<file path="config.mk">
export PLATFORM = sky130hd
export DESIGN_NAME = request_engine
export DESIGN_NICKNAME = d
export VERILOG_FILES = /design/src/hw/bypass_pkg.sv /design/src/hw/request_engine.sv
export SDC_FILE = /design/constraint.sdc
export NUM_CORES = 1
export LEC_CHECK = 0
export BUFFER_PORTS_ARGS = -buffer_cell sky130_fd_sc_hd__buf_2
export CORE_ASPECT_RATIO = 1.4
export CORE_UTILIZATION = 25
export CTS_CLUSTER_SIZE = 16
export DETAILED_ROUTE_END_ITERATION = 12
export GPL_TIMING_DRIVEN = 0
export SLEW_MARGIN = 20
export SYNTH_ARGS = -nofsm -noshare
export SYNTH_HDL_FRONTEND = slang
export SYNTH_SLANG_ARGS = --single-unit
</file>
<file path="constraint.sdc">
create_clock -name clock -period 10.1 [get_ports clock]
set_input_delay 1.515 -clock clock [delete_from_list [all_inputs] [get_ports clock]]
set_output_delay 1.515 -clock clock [all_outputs]
set_load 0.03 [all_outputs]
</file>
<file path="src/hw/bypass_pkg.sv">
package bypass_pkg;

    ////////////////////////////////////////////////////////////////////////////
    // Line addressing
    ////////////////////////////////////////////////////////////////////////////

    localparam int ADDR_W     = 10;
    localparam int LINES      = 1 << ADDR_W;
    localparam int ID_W       = 16;
    localparam int BEATS      = 4;
    localparam int OFFSET_W   = $clog2(BEATS);
    localparam int DATA_W     = 64;

    // Fill count reaches this once a whole line has arrived
    localparam int COUNT_W    = 8;
    localparam int LINE_BYTES = 64;

    ////////////////////////////////////////////////////////////////////////////
    // Metadata word layout
    ////////////////////////////////////////////////////////////////////////////

    localparam int META_W     = 32;
    localparam int ID_LSB     = 0;
    localparam int COUNT_LSB  = 16;
    localparam int OFFSET_LSB = 24;

    // Configuration and fetch side widths
    localparam int ROWS_W     = 32;
    localparam int COLW_W     = 16;
    localparam int SIZE_W     = 8;

    // Engine states, same encoding on both sides
    localparam int STATE_W = 3;
    localparam logic [STATE_W-1:0] ST_IDLE   = 3'd0;
    localparam logic [STATE_W-1:0] ST_LOOKUP = 3'd1;
    localparam logic [STATE_W-1:0] ST_DECIDE = 3'd2;
    localparam logic [STATE_W-1:0] ST_CLEAR  = 3'd3;
    localparam logic [STATE_W-1:0] ST_WAIT   = 3'd4;

endpackage

</file>
<file path="src/hw/request_engine.sv">
module request_engine
    import bypass_pkg::*;
(
    input  logic                clock,
    input  logic                reset,
    // Request notifications
    input  logic                request_valid,
    input  logic [ADDR_W-1:0]   request_addr,
    input  logic [ID_W-1:0]     request_id,
    input  logic [OFFSET_W-1:0] request_offset,
    // Table geometry
    input  logic [ROWS_W-1:0]   row_count,
    input  logic [COLW_W-1:0]   col_width,
    // Memory read data
    input  logic [META_W-1:0]   a_rdata,
    input  logic [DATA_W-1:0]   store_rdata,
    // From the fill engine
    input  logic [ADDR_W-1:0]   fill_addr_held,
    input  logic                fill_quiet,
    // Table port A
    output logic [ADDR_W-1:0]   a_addr,
    output logic                a_we,
    output logic [META_W-1:0]   a_wdata,
    // To the fill engine
    output logic [ADDR_W-1:0]   req_addr_held,
    output logic                req_lookup,
    output logic                req_quiet,
    // Availability notification
    output logic                notify_valid,
    output logic [ADDR_W-1:0]   notify_addr,
    output logic [ID_W-1:0]     notify_id,
    output logic [OFFSET_W-1:0] notify_offset,
    output logic [DATA_W-1:0]   notify_data,
    output logic                ready,
    output logic                initiate_request
);

    logic [STATE_W-1:0]       state;
    logic                     accept;
    logic [ADDR_W-1:0]        addr_q;
    logic [ID_W-1:0]          id_q;
    logic [OFFSET_W-1:0]      offset_q;
    logic [ROWS_W+COLW_W-1:0] cell_count;
    logic [ROWS_W+COLW_W-1:0] line_limit;
    logic                     out_of_range;
    logic [COUNT_W-1:0]       stored_count;
    logic                     line_complete;
    logic [META_W-1:0]        wb_word;

    assign ready         = (state == ST_IDLE);
    assign accept        = ready && request_valid;
    assign req_lookup    = (state == ST_LOOKUP);
    assign req_quiet     = ready && !request_valid;
    assign a_addr        = addr_q;
    assign req_addr_held = addr_q;

    // Number of lines the configured table can hold
    assign cell_count   = row_count * col_width;
    assign line_limit   = cell_count / LINE_BYTES;
    assign out_of_range = {{(ROWS_W + COLW_W - ADDR_W){1'b0}}, addr_q} >= line_limit;

    assign stored_count  = a_rdata[COUNT_LSB +: COUNT_W];
    assign line_complete = (stored_count == COUNT_W'(LINE_BYTES));

    // Record the requester and keep the count and upper bits
    always_comb
    begin
        wb_word = a_rdata;
        wb_word[ID_LSB +: ID_W] = id_q;
        wb_word[OFFSET_LSB +: OFFSET_W] = offset_q;
    end

    ////////////////////////////////////////////////////////////////////////////
    // Control FSM
    ////////////////////////////////////////////////////////////////////////////

    always_ff @(posedge clock)
    begin
        if (reset)
        begin
            state        <= ST_IDLE;
            a_we         <= 1'b0;
            notify_valid <= 1'b0;
        end
        else
        begin
            case (state)
                ST_IDLE:
                begin
                    // Hold off while the fill engine works on the same line
                    if (accept)
                    begin
                        state <= (request_addr == fill_addr_held) ? ST_WAIT : ST_LOOKUP;
                    end
                end
                ST_LOOKUP:
                begin
                    state <= ST_DECIDE;
                end
                ST_DECIDE:
                begin
                    notify_valid <= out_of_range || line_complete;
                    a_we         <= !out_of_range && !line_complete;
                    state        <= ST_CLEAR;
                end
                ST_CLEAR:
                begin
                    notify_valid <= 1'b0;
                    a_we         <= 1'b0;
                    state        <= ST_IDLE;
                end
                ST_WAIT:
                begin
                    if (fill_quiet)
                    begin
                        state <= ST_DECIDE;
                    end
                end
                default:
                begin
                    state <= ST_IDLE;
                end
            endcase
        end
    end

    // Request payload and reply fields
    always_ff @(posedge clock)
    begin
        if (reset)
        begin
            addr_q <= '0;
        end
        else if (accept)
        begin
            addr_q   <= request_addr;
            id_q     <= request_id;
            offset_q <= request_offset;
        end
        if (state == ST_DECIDE)
        begin
            a_wdata       <= wb_word;
            notify_id     <= id_q;
            notify_offset <= offset_q;
            // Dummy reply outside the table
            notify_addr   <= out_of_range ? '0 : addr_q;
            notify_data   <= out_of_range ? '0 : store_rdata;
        end
    end

    // Sticky once the first request has gone through
    always_ff @(posedge clock)
    begin
        if (reset)
        begin
            initiate_request <= 1'b0;
        end
        else if (accept)
        begin
            initiate_request <= 1'b1;
        end
    end

endmodule

</file>
# Word-level counts from Yosys, hierarchy flattened
# Cells that the tools add are included.
# word_totals
ff_bits	158
out_inout_bits	150
elab_cells	40
# op_classes
multipliers	1
magnitude_cmp	1
eq_ne	8
mux	6
bitwise	1
n_reduce_logical	11
# ops
operator	n
$mul 32x16->48	1
$ge 10x42->1	1
$pmux 3 s4	1
$eq 10x10->1	1
$mux 3	3
$eq 8x7->1 const B	1
$eq 3x2->1 const B	2
$pmux 1 s2	2
$reduce_and 2->1	2
$eq 3x1->1 const B	1
$eq 3x3->1 const B	1
$logic_and 1x1->1	3
$logic_not 1->1	3
$logic_not 3->1	1
$ne 2x1->1 const B	1
$ne 2x2->1 const B	1
$reduce_bool 2->1	1
$logic_or 1x1->1	1
$not 1->1	1

# Longest topological paths before layout
# logic_depth
depth_word	5
mapped_depth	35

# Worst setup path before layout
# No wires, ideal clock.
# synth_timing
kind	register to register
from	reg state[1]
to	reg notify_valid
t_arrival_ns	9.106
slack_ns	0.924
path_stages_with_launch	5
cell_sequence	dfxtp_1 > clkbuf_1 > nor3b_1 > a21bo_1 > a21oi_1
# synth_between
elab_chain_len	2
elab_cells_between_ends	4
# synth_rtl
element	line_no	text
start, declared	request_engine.sv:38	logic [STATE_W-1:0] state;
start signal, assigned	request_engine.sv:93	state <= (request_addr == fill_addr_held) ? ST_WAIT : ST_LOOKUP;
$eq 3x2->1	request_engine.sv:87	case (state)
$pmux 1 s2 or $reduce_bool 2->1 (tied branches)	--	
end signal, assigned	request_engine.sv:102	notify_valid <= out_of_range || line_complete;
end, declared	request_engine.sv:29	output logic notify_valid,
# Several ways; a longest one is shown, not always the timed one.
# A chain may end at the register's enable or synchronous reset.

# Worst setup path after layout
# layout_timing
from	in col_width[11]
to	reg notify_data[58] (data pin)
# layout_between
elab_chain_len	2
# layout_rtl
element	line_no	text
start, declared	request_engine.sv:13	input logic [COLW_W-1:0] col_width,
$mul 32x16->48	request_engine.sv:58	assign cell_count = row_count * col_width;
$ge 10x42->1	request_engine.sv:60	assign out_of_range = {{(ROWS_W + COLW_W - ADDR_W){1'b0}}, addr_q} >= line_limit;
end signal, assigned	request_engine.sv:147	notify_data <= out_of_range ? '0 : store_rdata;
end, declared	request_engine.sv:33	output logic [DATA_W-1:0] notify_data,
# Every way passes these cells.

==> flow_summary.yaml <==
timing:
  finalMaxSlewViolations: 0
  maxSlewHeadroom_pct: 35.52
  finalSetupTns_ns: 0
  setup_viol: 0
  fin_crit_ns: 9.811
  max_freq_mhz: 101.9
  finalCritPeriodShare_pct: 97.14
  worst_slew_pin_slew_ns: 0.9672
  clock_skew_ns: 0.01643
  hold_viol: 0
  grt_setup_unrepaired: "false"
floorplanning:
  die_h_um: 351.5
  die_w_um: 251.6
  coreArea_um2: 85970
  num_io_pins: 336
  dieArea_um2: 88430
  rows: 127
  start_util_pct: 25.37
setup_path:
  end_kind: "flop"
  cpMostUsedCell: "fa_1"
  worstReg2RegStart: "a_addr[0]$_SDFFE_PP0P_"
  rr_worst_depth: 15
  crit_required_ns: 10.25
  critical_path_peak_fanout: 14
  r2r-end: "notify_data[58]$_SDFFCE_PP0P_"
  reg2reg_slack_ns: 6.37
  cp-start-kind: "primary input"
  max_stage_delay_ns: 0.74
  critPathSlowestCell: "clkbuf_1"
  arrival_ns: 9.96
  worstSetupPathType: "primary input to flop"
clock_tree:
  cts_buffer_depth: 2
  cts_hold_buf: 0
  cts.sinks: 140
  worstSkewPairLatency_ns: 0.43
  cts_made_buffers: 17
  cts_tree: "done"
  path_clk_slew_ns: 0.08
  cts_root_buf: "clkbuf_16"
  cts-htree-levels: 4
layout:
  synthToLayoutAreaGrowth_pct: 17.27
  drive_gt1_share_pct: 16.44
  final_nets: 3332
logic_synthesis:
  avgSynthCellArea_um2: 9.666
  synth.most_common_cell: "fa_1"
  ys.warnings.count: 0
  synth_top_area_share_pct: 38.28
  postSynthCellCount: 2256
  yosysTopAreaCell: "fa_1"
  ys_seq_area_share_pct: 18.54
  synth_common_cells: "417 x fa_1, 373 x inv_1, 369 x nand2_1"
  syn_nets: 2986
  ys_ff_latch: 140
  synth-async-reset-ratio_pct: 0
  synthDistinctLibCells: 72
  synth_edf_count: 124
  synth.area.top_cells: "fa_1 38%, edfxtp_1 17%, and2_1 8.7%"
  syn_area_um2: 21810
  ys.flop_type: "edfxtp_1"
worst_hold_path:
  hold_path.startpoint: "id_q[2]$_DFFE_PP_"
  hold_path.class: "flop to flop"
  min_to: "a_wdata[2]$_DFFE_PP_"
  hold_path_depth: 0
route:
  wl_um: 73740
  num_vias: 17460
  dr.pass1.iters: 6
  wire_per_inst_um: 19.52
  first_iter_violations: 1058
  ant_nets: 0
  avgViaCountPerCell: 4.620
  drcViolationCount: 0
grt:
  grt_pass1_wl_um: 110500
  grt_max_degree: 19
  grt_use_met2_pct: 30.49
  grtUsageMet3_pct: 2.709
  grt_pass1_vias: 18370
  grt_overflow: 0
  busiest_layer: "met2"
  gr-usage-all-layers_pct: 16.81
  grt_util_met1_pct: 18.08
  antenna_found_initial: 2
placed_design:
  dp_hpwl_um: 61530
  place_congestion: 0.9358
  port_buffers: 316
outcome:
  status: "finished clean"
job:
  maxCapViolCount: 0
critical path, delay by kind of cell:
family / cells / cell delay, ns
AO/OA/AOI/OAI: 6 / 1.49
XOR/XNOR: 1 / 0.21
adder cells (fa/ha/maj): 7 / 3.35
buffers and inverters: 7 / 1.78
AND/OR/NAND/NOR: 5 / 1.62
timing repair:
item / 4_1_cts / 5_1_grt
endpoints found under the setup margin: 0 / 57
buffers inserted: 0 / 0
gates resized for setup: 0 / 7
worst max path at each step:
stage / depth (start not counted) / from / slack (ns) / end
3_3_place_gp: 4 / state[1]$_SDFFE_PP0P_ / -2.40 / a_we$_SDFFE_PP0P_
5_1_grt: 25 / col_width[7] / 0.01 / notify_addr[3]$_SDFFCE_PP0P_
6_report: 26 / col_width[11] / 0.29 / notify_data[58]$_SDFFCE_PP0P_
4_1_cts: 25 / col_width[10] / 0.28 / notify_data[58]$_SDFFCE_PP0P_
2_1_floorplan: 4 / state[1]$_SDFFE_PP0P_ / 0.92 / notify_valid$_SDFFE_PP0P_
3_5_place_dp: 25 / col_width[10] / -0.13 / notify_data[58]$_SDFFCE_PP0P_
routing by layer:
metal / up-vias / share of wire [%]
met2: 795 / 51
met5: - / 0.020
met1: 8746 / 36
met4: 2 / 7.1
li1: 7672 / -
met3: 241 / 6.3
layout by cell type, fill, tap and decap left out, drive strengths merged, types with 3 or more instances in the layout:
| cell type | instances |
|---|---|
| ha | 127 |
| o211ai | 7 |
| nand2 | 369 |
| xor2 | 23 |
| and3 | 6 |
| a32oi | 4 |
| edfxtp | 124 |
| o21ai | 51 |
| a31oi | 5 |
| o221ai | 3 |
| or3 | 4 |
| and4 | 10 |
| and2 | 303 |
| nand3 | 10 |
| xnor2 | 11 |
| clkinv | 7 |
| dfxtp | 16 |
| nand4 | 20 |
| clkbuf | 111 |
| nand2b | 5 |
| inv | 381 |
| o21bai | 3 |
| a21o | 4 |
| o31ai | 4 |
| a211oi | 9 |
| o21a | 17 |
| nor2 | 40 |
| fa | 417 |
| nor2b | 3 |
| nor3 | 18 |
| o311ai | 4 |
| a21oi | 73 |
| nor4 | 11 |
| buf | 379 |
| mux2 | 4 |
logic make-up (layout without fill, tap and decap cells):
logic type / after synthesis / after routing / share of synthesized area, %
and+or+nand+nor: 807 / 807 / 18.63
adders and majority gates: 544 / 544 / 45.57
buffers and inverters: 520 / 879 / 9.679
AOI/OAI and AO/OA: 205 / 205 / 5.898
DFF: 140 / 140 / 18.54
xor gates and xnor gates: 34 / 34 / 1.366
muxes: 6 / 6 / 0.3155
other: 0 / 2 / 0
cell type report:
class	count	area, µm²
clock buffers	17	425.4
well taps	1161	1453
inverters	373	1400
plain buffers	146	715.7
flip-flops and latches	140	4044
multi-input cells	1596	15660
diodes	2	5.005
repair buffers	328	1687
clock inverters	15	183.9
fillers	9052	60390
sequential cells by signal (all words and copies together), names as in the netlist:
register,cells
state,3
notify_addr,10
initiate_request,1
notify_valid,1
a_addr,10
offset_q,2
a_wdata,32
notify_data,64
id_q,16
a_we,1
metrics by stage:
step,hold slack [ns],cells,instance area [µm²],worst slack [ns],util (%)
floorplan,0.4003,2256,21810,0.9239,-
global placement,0.4000,3733,24840,-2.397,28.90
detailed placement,0.4045,3745,24950,-0.1319,29.03
CTS,0.4131,3777,25560,0.2844,29.74
global route,0.4191,3776,25570,0.01211,29.74
finish,0.4119,3778,25570,0.2893,29.75
Power is not shown: default switching activity piles up to over one toggle a cycle in this logic, so the estimate is an artifact.
