`src/hw/bypass_pkg.sv`:
```
package bypass_pkg;

    ////////////////////////////////////////////////////////////////////////////
    // Line addressing
    ////////////////////////////////////////////////////////////////////////////

    localparam int ADDR_W     = 10;
    localparam int LINES      = 1 << ADDR_W;
    localparam int ID_W       = 16;
    localparam int BEATS      = 4;
    localparam int OFFSET_W   = $clog2(BEATS);
    localparam int DATA_W     = 64;

    // Fill count reaches this once a whole line has arrived
    localparam int COUNT_W    = 8;
    localparam int LINE_BYTES = 64;

    ////////////////////////////////////////////////////////////////////////////
    // Metadata word layout
    ////////////////////////////////////////////////////////////////////////////

    localparam int META_W     = 32;
    localparam int ID_LSB     = 0;
    localparam int COUNT_LSB  = 16;
    localparam int OFFSET_LSB = 24;

    // Configuration and fetch side widths
    localparam int ROWS_W     = 32;
    localparam int COLW_W     = 16;
    localparam int SIZE_W     = 8;

    // Engine states, same encoding on both sides
    localparam int STATE_W = 3;
    localparam logic [STATE_W-1:0] ST_IDLE   = 3'd0;
    localparam logic [STATE_W-1:0] ST_LOOKUP = 3'd1;
    localparam logic [STATE_W-1:0] ST_DECIDE = 3'd2;
    localparam logic [STATE_W-1:0] ST_CLEAR  = 3'd3;
    localparam logic [STATE_W-1:0] ST_WAIT   = 3'd4;

endpackage

```
`src/hw/fill_engine.sv`:
```
module fill_engine
    import bypass_pkg::*;
(
    input  logic                clock,
    input  logic                reset,
    // Increment events from the fetch side
    input  logic                inc,
    input  logic [ADDR_W-1:0]   inc_addr,
    input  logic [SIZE_W-1:0]   inc_size,
    input  logic [DATA_W-1:0]   inc_data,
    // Request side activity
    input  logic                request_valid,
    input  logic [ADDR_W-1:0]   request_addr,
    input  logic [ADDR_W-1:0]   req_addr_held,
    input  logic                req_lookup,
    input  logic                req_quiet,
    // Table port B
    input  logic [META_W-1:0]   b_rdata,
    output logic [ADDR_W-1:0]   b_addr,
    output logic                b_we,
    output logic [META_W-1:0]   b_wdata,
    // To the request engine
    output logic [ADDR_W-1:0]   fill_addr_held,
    output logic                fill_quiet,
    // Availability notification
    output logic                notify_valid,
    output logic [ADDR_W-1:0]   notify_addr,
    output logic [ID_W-1:0]     notify_id,
    output logic [OFFSET_W-1:0] notify_offset,
    output logic [DATA_W-1:0]   notify_data,
    output logic                data_inserted
);

    logic [STATE_W-1:0]  state;
    logic                accept;
    logic                conflict;
    logic [ADDR_W-1:0]   addr_q;
    logic [SIZE_W-1:0]   size_q;
    logic [DATA_W-1:0]   data_q;
    logic [ID_W-1:0]     stored_id;
    logic [COUNT_W-1:0]  stored_count;
    logic [OFFSET_W-1:0] stored_offset;
    logic [COUNT_W-1:0]  new_count;
    logic                release_line;
    logic [META_W-1:0]   wb_word;

    assign accept         = inc && (state == ST_IDLE);
    assign fill_quiet     = (state == ST_IDLE) || (state == ST_WAIT);
    assign data_inserted  = (state == ST_CLEAR);
    assign b_addr         = addr_q;
    assign fill_addr_held = addr_q;

    // Same line as an incoming or in-flight request
    assign conflict = (request_valid && (inc_addr == request_addr))
                   || (inc_addr == req_addr_held);

    assign stored_id     = b_rdata[ID_LSB +: ID_W];
    assign stored_count  = b_rdata[COUNT_LSB +: COUNT_W];
    assign stored_offset = b_rdata[OFFSET_LSB +: OFFSET_W];

    // Wraps at 256
    assign new_count    = stored_count + size_q;
    assign release_line = (new_count >= COUNT_W'(LINE_BYTES)) && (stored_id != '0);

    always_comb
    begin
        wb_word = b_rdata;
        wb_word[COUNT_LSB +: COUNT_W] = new_count;
        if (release_line)
        begin
            wb_word[ID_LSB +: ID_W] = '0;
        end
    end

    ////////////////////////////////////////////////////////////////////////////
    // Control FSM
    ////////////////////////////////////////////////////////////////////////////

    always_ff @(posedge clock)
    begin
        if (reset)
        begin
            state        <= ST_IDLE;
            b_we         <= 1'b0;
            notify_valid <= 1'b0;
        end
        else
        begin
            case (state)
                ST_IDLE:
                begin
                    if (accept)
                    begin
                        state <= conflict ? ST_WAIT : ST_LOOKUP;
                    end
                end
                ST_LOOKUP:
                begin
                    // Let a request lookup go first
                    if (!req_lookup)
                    begin
                        state <= ST_DECIDE;
                    end
                end
                ST_DECIDE:
                begin
                    b_we         <= 1'b1;
                    notify_valid <= release_line;
                    state        <= ST_CLEAR;
                end
                ST_CLEAR:
                begin
                    b_we         <= 1'b0;
                    notify_valid <= 1'b0;
                    state        <= ST_IDLE;
                end
                ST_WAIT:
                begin
                    if (req_quiet)
                    begin
                        state <= ST_DECIDE;
                    end
                end
                default:
                begin
                    state <= ST_IDLE;
                end
            endcase
        end
    end

    // Increment payload and release fields
    always_ff @(posedge clock)
    begin
        if (reset)
        begin
            addr_q <= '0;
        end
        else if (accept)
        begin
            addr_q <= inc_addr;
            size_q <= inc_size;
            data_q <= inc_data;
        end
        if (state == ST_DECIDE)
        begin
            b_wdata       <= wb_word;
            notify_addr   <= addr_q;
            notify_id     <= stored_id;
            notify_offset <= stored_offset;
            notify_data   <= data_q;
        end
    end

endmodule

```
`config.mk`:
```
export PLATFORM = sky130hd
export DESIGN_NAME = fill_engine
export DESIGN_NICKNAME = d
export VERILOG_FILES = /design/src/hw/bypass_pkg.sv /design/src/hw/fill_engine.sv
export SDC_FILE = /design/constraint.sdc
export NUM_CORES = 1
export LEC_CHECK = 0
export ABC_AREA = 1
export BUFFER_PORTS_ARGS = -buffer_cell sky130_fd_sc_hd__buf_2
export CAP_MARGIN = 10
export CELL_PAD_IN_SITES_DETAIL_PLACEMENT = 0
export CELL_PAD_IN_SITES_GLOBAL_PLACEMENT = 2
export CORE_UTILIZATION = 34
export CTS_CLUSTER_SIZE = 8
export DETAILED_ROUTE_END_ITERATION = 6
export PLACE_DENSITY_LB_ADDON = 0.1
export SETUP_SLACK_MARGIN = 0.5
export SYNTH_ARGS = -nofsm -noshare
export SYNTH_HDL_FRONTEND = slang
export SYNTH_SLANG_ARGS = --single-unit
```
`constraint.sdc`:
```
create_clock -name clock -period 12.7 [get_ports clock]
set_clock_uncertainty 0.1 [all_clocks]
set_input_delay 1.27 -clock clock [delete_from_list [all_inputs] [get_ports clock]]
set_output_delay 1.27 -clock clock [all_outputs]
set_load 0.02 [all_outputs]
```
; ---- Word level (Yosys, flattened, before mapping)
; Index checks and enable logic that the tools add are counted.
[word_totals]
reg_bits = 211
latchBits = 0
ram_bits = 0
mem_bits_ro = 0
inputBits = 140
output_inout_bits = 148
word_cells = 41
n_memories = 0
[op_classes]
addsub = 1
multipliers = 0
div_mod_pow = 0
n_lt_le_gt_ge = 1
eq_ne = 9
shifts = 0
mux = 7
bitwise_logic = 1
reduce_logical = 10
[op_table]
columns = operator, count
row1 = equality test 10 bit, 2
row2 = nonzero test 16 bit, 1
row3 = two-way mux 3 bit, 4
row4 = one-hot mux 3 bit (4 select lines), 1
row5 = adder 8 bit, 1
row6 = ">= comparator 8 x 7 -> 1 bit, second input constant", 1
row7 = "equality test 3 x 2 -> 1 bit, second input constant", 2
row8 = "inequality test 2 bit, second input constant", 3
row9 = one-hot mux 1 bit (2 select lines), 2
row10 = "equality test 3 x 1 -> 1 bit, second input constant", 1
row11 = "equality test 3 bit, second input constant", 1
row12 = logical AND 1 bit, 3
row13 = logical NOT 3 bit, 1
row14 = AND reduction 3 bit, 1
row15 = logical OR 1 bit, 2
row16 = AND reduction 2 bit, 1
row17 = nonzero test 2 bit, 1
row18 = inverter 1 bit, 1

; ---- Logic depth before layout (Yosys ltp)
[logic_depth]
word_depth = 6
depth_mapped = 11
ltp_nobuf = 11

; ---- Least setup slack after synthesis
; Ideal clock, no wire load.
[synth_path]
kind = reg2reg
startpoint = reg state[2]
endpoint = reg b_wdata[0] (enable)
setup_ps = 607
t_arrival_ps = 5615
t_required_ps = 11993
path_slack_ps = 6378
stages_incl_launch_ff = 4
path_buffers = 0
synth_period_minus_slack_ps = 6322
path_cell_list = dfxtp_1 -> inv_1 -> nand2_1 -> nor2_1
[synth_via]
elab_chain_len = 1
[synth_rtl]
columns = item, line_no
row1 = from (decl), fill_engine.sv:34  ; logic [STATE_W-1:0] state;
row2 = from (signal assigned), fill_engine.sv:94  ; state <= conflict ? ST_WAIT : ST_LOOKUP;
row3 = equality test 3 x 2 -> 1 bit, fill_engine.sv:145  ; if (state == ST_DECIDE)
row4 = to (signal assigned), fill_engine.sv:147  ; b_wdata <= wb_word;
row5 = to (decl), fill_engine.sv:21  ; output logic [META_W-1:0] b_wdata,
; Every way passes these cells.
; A chain may end at the register's enable or synchronous reset.

; ---- Worst setup path after layout
[layout_path]
startpoint = reg state[2]
endpoint = reg data_q[23] (enable)
[layout_via]
elab_chain_len = 3
[layout_rtl]
columns = item, line_no
row1 = logical NOT 3 bit, fill_engine.sv:47  ; assign accept = inc && (state == ST_IDLE);
row2 = logical AND 1 bit, fill_engine.sv:47
row3 = AND reduction 2 bit (no source line), -
row4 = to (signal assigned), fill_engine.sv:143  ; data_q <= inc_data;
row5 = to (decl), fill_engine.sv:39  ; logic [DATA_W-1:0] data_q;
; Every way passes these cells.

==> impl_metrics.env <==
export IMPL_status="complete, no violations"
export IMPL_p_comb_share_pct=9.4
export IMPL_required_ns=12.74
export IMPL_maxCapViolations=0
export IMPL_dp_hpwl_um=12300
export IMPL_cts_buffer_depth=3
export IMPL_cellLeakagePower_nw=4.16
export IMPL_vias_per_cell=4.31
export IMPL_vias=4534
export IMPL_overflow=0
export IMPL_route_met3_wl_um=1410
export IMPL_die_h_um=149
export IMPL_postCtsResizedCells=0
export IMPL_ant_nets=0
export IMPL_placementRows=53
export IMPL_maxSlewHeadroom_pct=32.9
export IMPL_grt_max_degree=74
export IMPL_antenna_found_initial=2
export IMPL_numCtsBuffers=30
export IMPL_clockPowerShare_pct=41.4
export IMPL_die_area_um2=22300
export IMPL_tightest_slew_ns=1.01
export IMPL_sw_frac_of_total_pct=23.0
export IMPL_finalNonFillerCells=1053
export IMPL_max_stage_delay_ns=0.73
export IMPL_worst_path_dominant_cell_family="simple AND/OR/NAND/NOR gates"
export IMPL_dp_cells=1007
export IMPL_coreArea_um2=21200
export IMPL_synth_cell_type_count=24
export IMPL_rsz0062_at_grt="no"
export IMPL_maxUsedRoutingLayer="met4"
export IMPL_wl_per_cell_um=16.1
export IMPL_hold_class="flip-flop to flip-flop"
export IMPL_wl_met1_um=6850
export IMPL_synthCells=460
export IMPL_cp_arrival_ns=3.00
export IMPL_grt_pass1_vias=4413
export IMPL_crit_path_top_delay_cell="buf_4"
export IMPL_boundaryPins=288
export IMPL_cts_hold_buf=0
export IMPL_crit_chain="inv_1 -> nand2_1 -> nor2_1 -> nand2_1 -> nor2_4 -> buf_4"
export IMPL_htreeDepth=1
export IMPL_fin_crit_sh_pct=23.3
export IMPL_seq_area_frac_synth_pct=83.2
export IMPL_vdd_drop_max_v=0.0000889
export IMPL_num_nets_final=912
export IMPL_drc=0
export IMPL_intPower_w=0.00128
export IMPL_dr_first_iter_drc_count=265
export IMPL_dr_wl_met2_um=8340
export IMPL_cp_max_fo=72
export IMPL_routabilityCongestion=0.767
export IMPL_path_class="flip-flop to flip-flop"
export IMPL_period_needed_ns=2.96
export IMPL_seqPwrFrac_pct=49.2
export IMPL_cts_setup_buffers=0
export IMPL_yosys_register_bits=209
export IMPL_max_freq_ghz=0.338
export IMPL_cts_tree="built"
export IMPL_die_x_um=149
export IMPL_finalSetupViolCount=0
export IMPL_yosysWarnings=0
export IMPL_crit_path_frequent_cell="nand2_1"
export IMPL_tns_ns=0
export IMPL_p_sw_w=0.000382
export IMPL_syn2layout_area_growth_pct=34.2
export IMPL_syn_avg_cell_area_um2=16.0
export IMPL_hold_violations=0
export IMPL_cts_root_buf="clkbuf_16"
export IMPL_initial_core_util_pct=34.8
export IMPL_groute_usage_overall_pct=14.6
export IMPL_cts_clk_slew_worst_paths_ns=0.05
export IMPL_drive_gt1_share_pct=42.3
export IMPL_drt_first_pass_iters=4
export IMPL_worst_path_buf_inv=2
export IMPL_cts_sink_count=209
export IMPL_powerDensity_nw_per_um2=168
export IMPL_grt_pass1_wl_um=24500
export IMPL_syn_cell_area_um2=7370
export IMPL_syn_nets=608
export IMPL_clock_latency_ns=0.53
export IMPL_end_kind="flip-flop"
export IMPL_maxSlewViolCount=0
export IMPL_port_buffers=287
export IMPL_drt_wl_total_um=17000
export IMPL_worstSetupStartpointType="flip-flop"
[per-stage QoR]
stage | area, um2 | hold slack [ns] | power (W) | setup slack, ns | util, %
floorplan | 7370 | 0.300 | 0.000929 | 6.38 | -
global placement | 9060 | 0.301 | 0.000988 | 9.43 | 42.9
detailed placement | 9060 | 0.305 | 0.000991 | 9.37 | 42.9
CTS | 9880 | 0.313 | 0.00169 | 9.70 | 46.7
global route | 9880 | 0.318 | 0.00173 | 9.38 | 46.7
finish | 9890 | 0.313 | 0.00166 | 9.74 | 46.7
[cell usage in the layout, fill, tap and decap left out, drive strengths merged]
cell type,count
a31oi,2
buf,290
o211ai,1
edfxtp,194
ha,7
clkbuf,41
nor3b,1
a21boi,1
nor4,2
a21oi,17
inv,54
nand3,19
clkinv,2
nand4,6
diode,3
nor3,3
or2,2
xor2,2
fa,1
nor2,32
xnor2,11
nand2,72
dfxtp,15
[sequential cells by signal (all words and copies together) (netlist names)]
name          cells
b_we              1
notify_addr      10
notify_valid      1
b_addr           10
data_q           64
state             3
notify_data      64
notify_id        16
size_q            8
b_wdata          32
[layout make-up]
type	instances	area, um2
Tap cell	275	344
Multi-Input combinational cell	179	933
Clock inverter	2	25.0
Fill cell	1951	11300
Clock buffer	41	792
Timing Repair Buffer	290	1460
Inverter	54	203
Sequential cell	209	6130
Antenna cell	3	7.51
[per-layer routing]
layer,vias to the layer above,GRT usage (%)
met5,-,0
li1,2205,-
met4,0,4.69
met2,207,25.2
met1,2091,18.2
met3,31,3.33
[logic make-up after synthesis]
| family | count (synthesis) | synth area share, % |
|---|---|---|
| flops | 209 | 83.2 |
| simple gates | 137 | 7.78 |
| buf+inv | 72 | 4.38 |
| compound gates | 21 | 1.68 |
| xor+xnor | 13 | 1.55 |
| fa+ha+maj | 8 | 1.46 |
[path summary, 6_finish.rpt]
| check | start | end | slack [ns] | cells after the start |
|---|---|---|---|---|
| worst max-delay path | state[2] | data_q[23] | 9.74 | 6 |
| worst min-delay path | data_q[26] | notify_data[26] | 0.31 | 0 |
| worst max register to register | state[2] | data_q[23] | 9.74 | 6 |
| worst min register to register | data_q[26] | notify_data[26] | 0.31 | 0 |
[power groups by stage]
stage | clock [W] | combinational (W) | sequential (W)
after floorplan | 0 | 0.0000639 | 0.000866
after global placement | 0 | 0.000158 | 0.000830
after detailed placement | 0 | 0.000159 | 0.000832
after CTS | 0.000711 | 0.000159 | 0.000819
after global routing | 0.000735 | 0.000173 | 0.000822
final | 0.000689 | 0.000156 | 0.000818
[synth_stat cells, drive strengths merged]
cell | instances | area [um2]
xnor2 | 11 | 96.3
inv | 54 | 203
o211ai | 1 | 7.51
edfxtp | 194 | 5830
fa | 1 | 20.0
clkbuf | 4 | 15.0
nor2 | 32 | 120
or2 | 2 | 12.5
nand3 | 19 | 95.1
a21oi | 17 | 85.1
nor3 | 3 | 15.0
dfxtp | 15 | 300
xor2 | 2 | 17.5
nand4 | 6 | 37.5
ha | 7 | 87.6
nand2 | 72 | 273
a31oi | 2 | 12.5
nor3b | 1 | 7.51
buf | 14 | 105
a21boi | 1 | 18.8
nor4 | 2 | 12.5
Power figures use the tool's default switching activity.
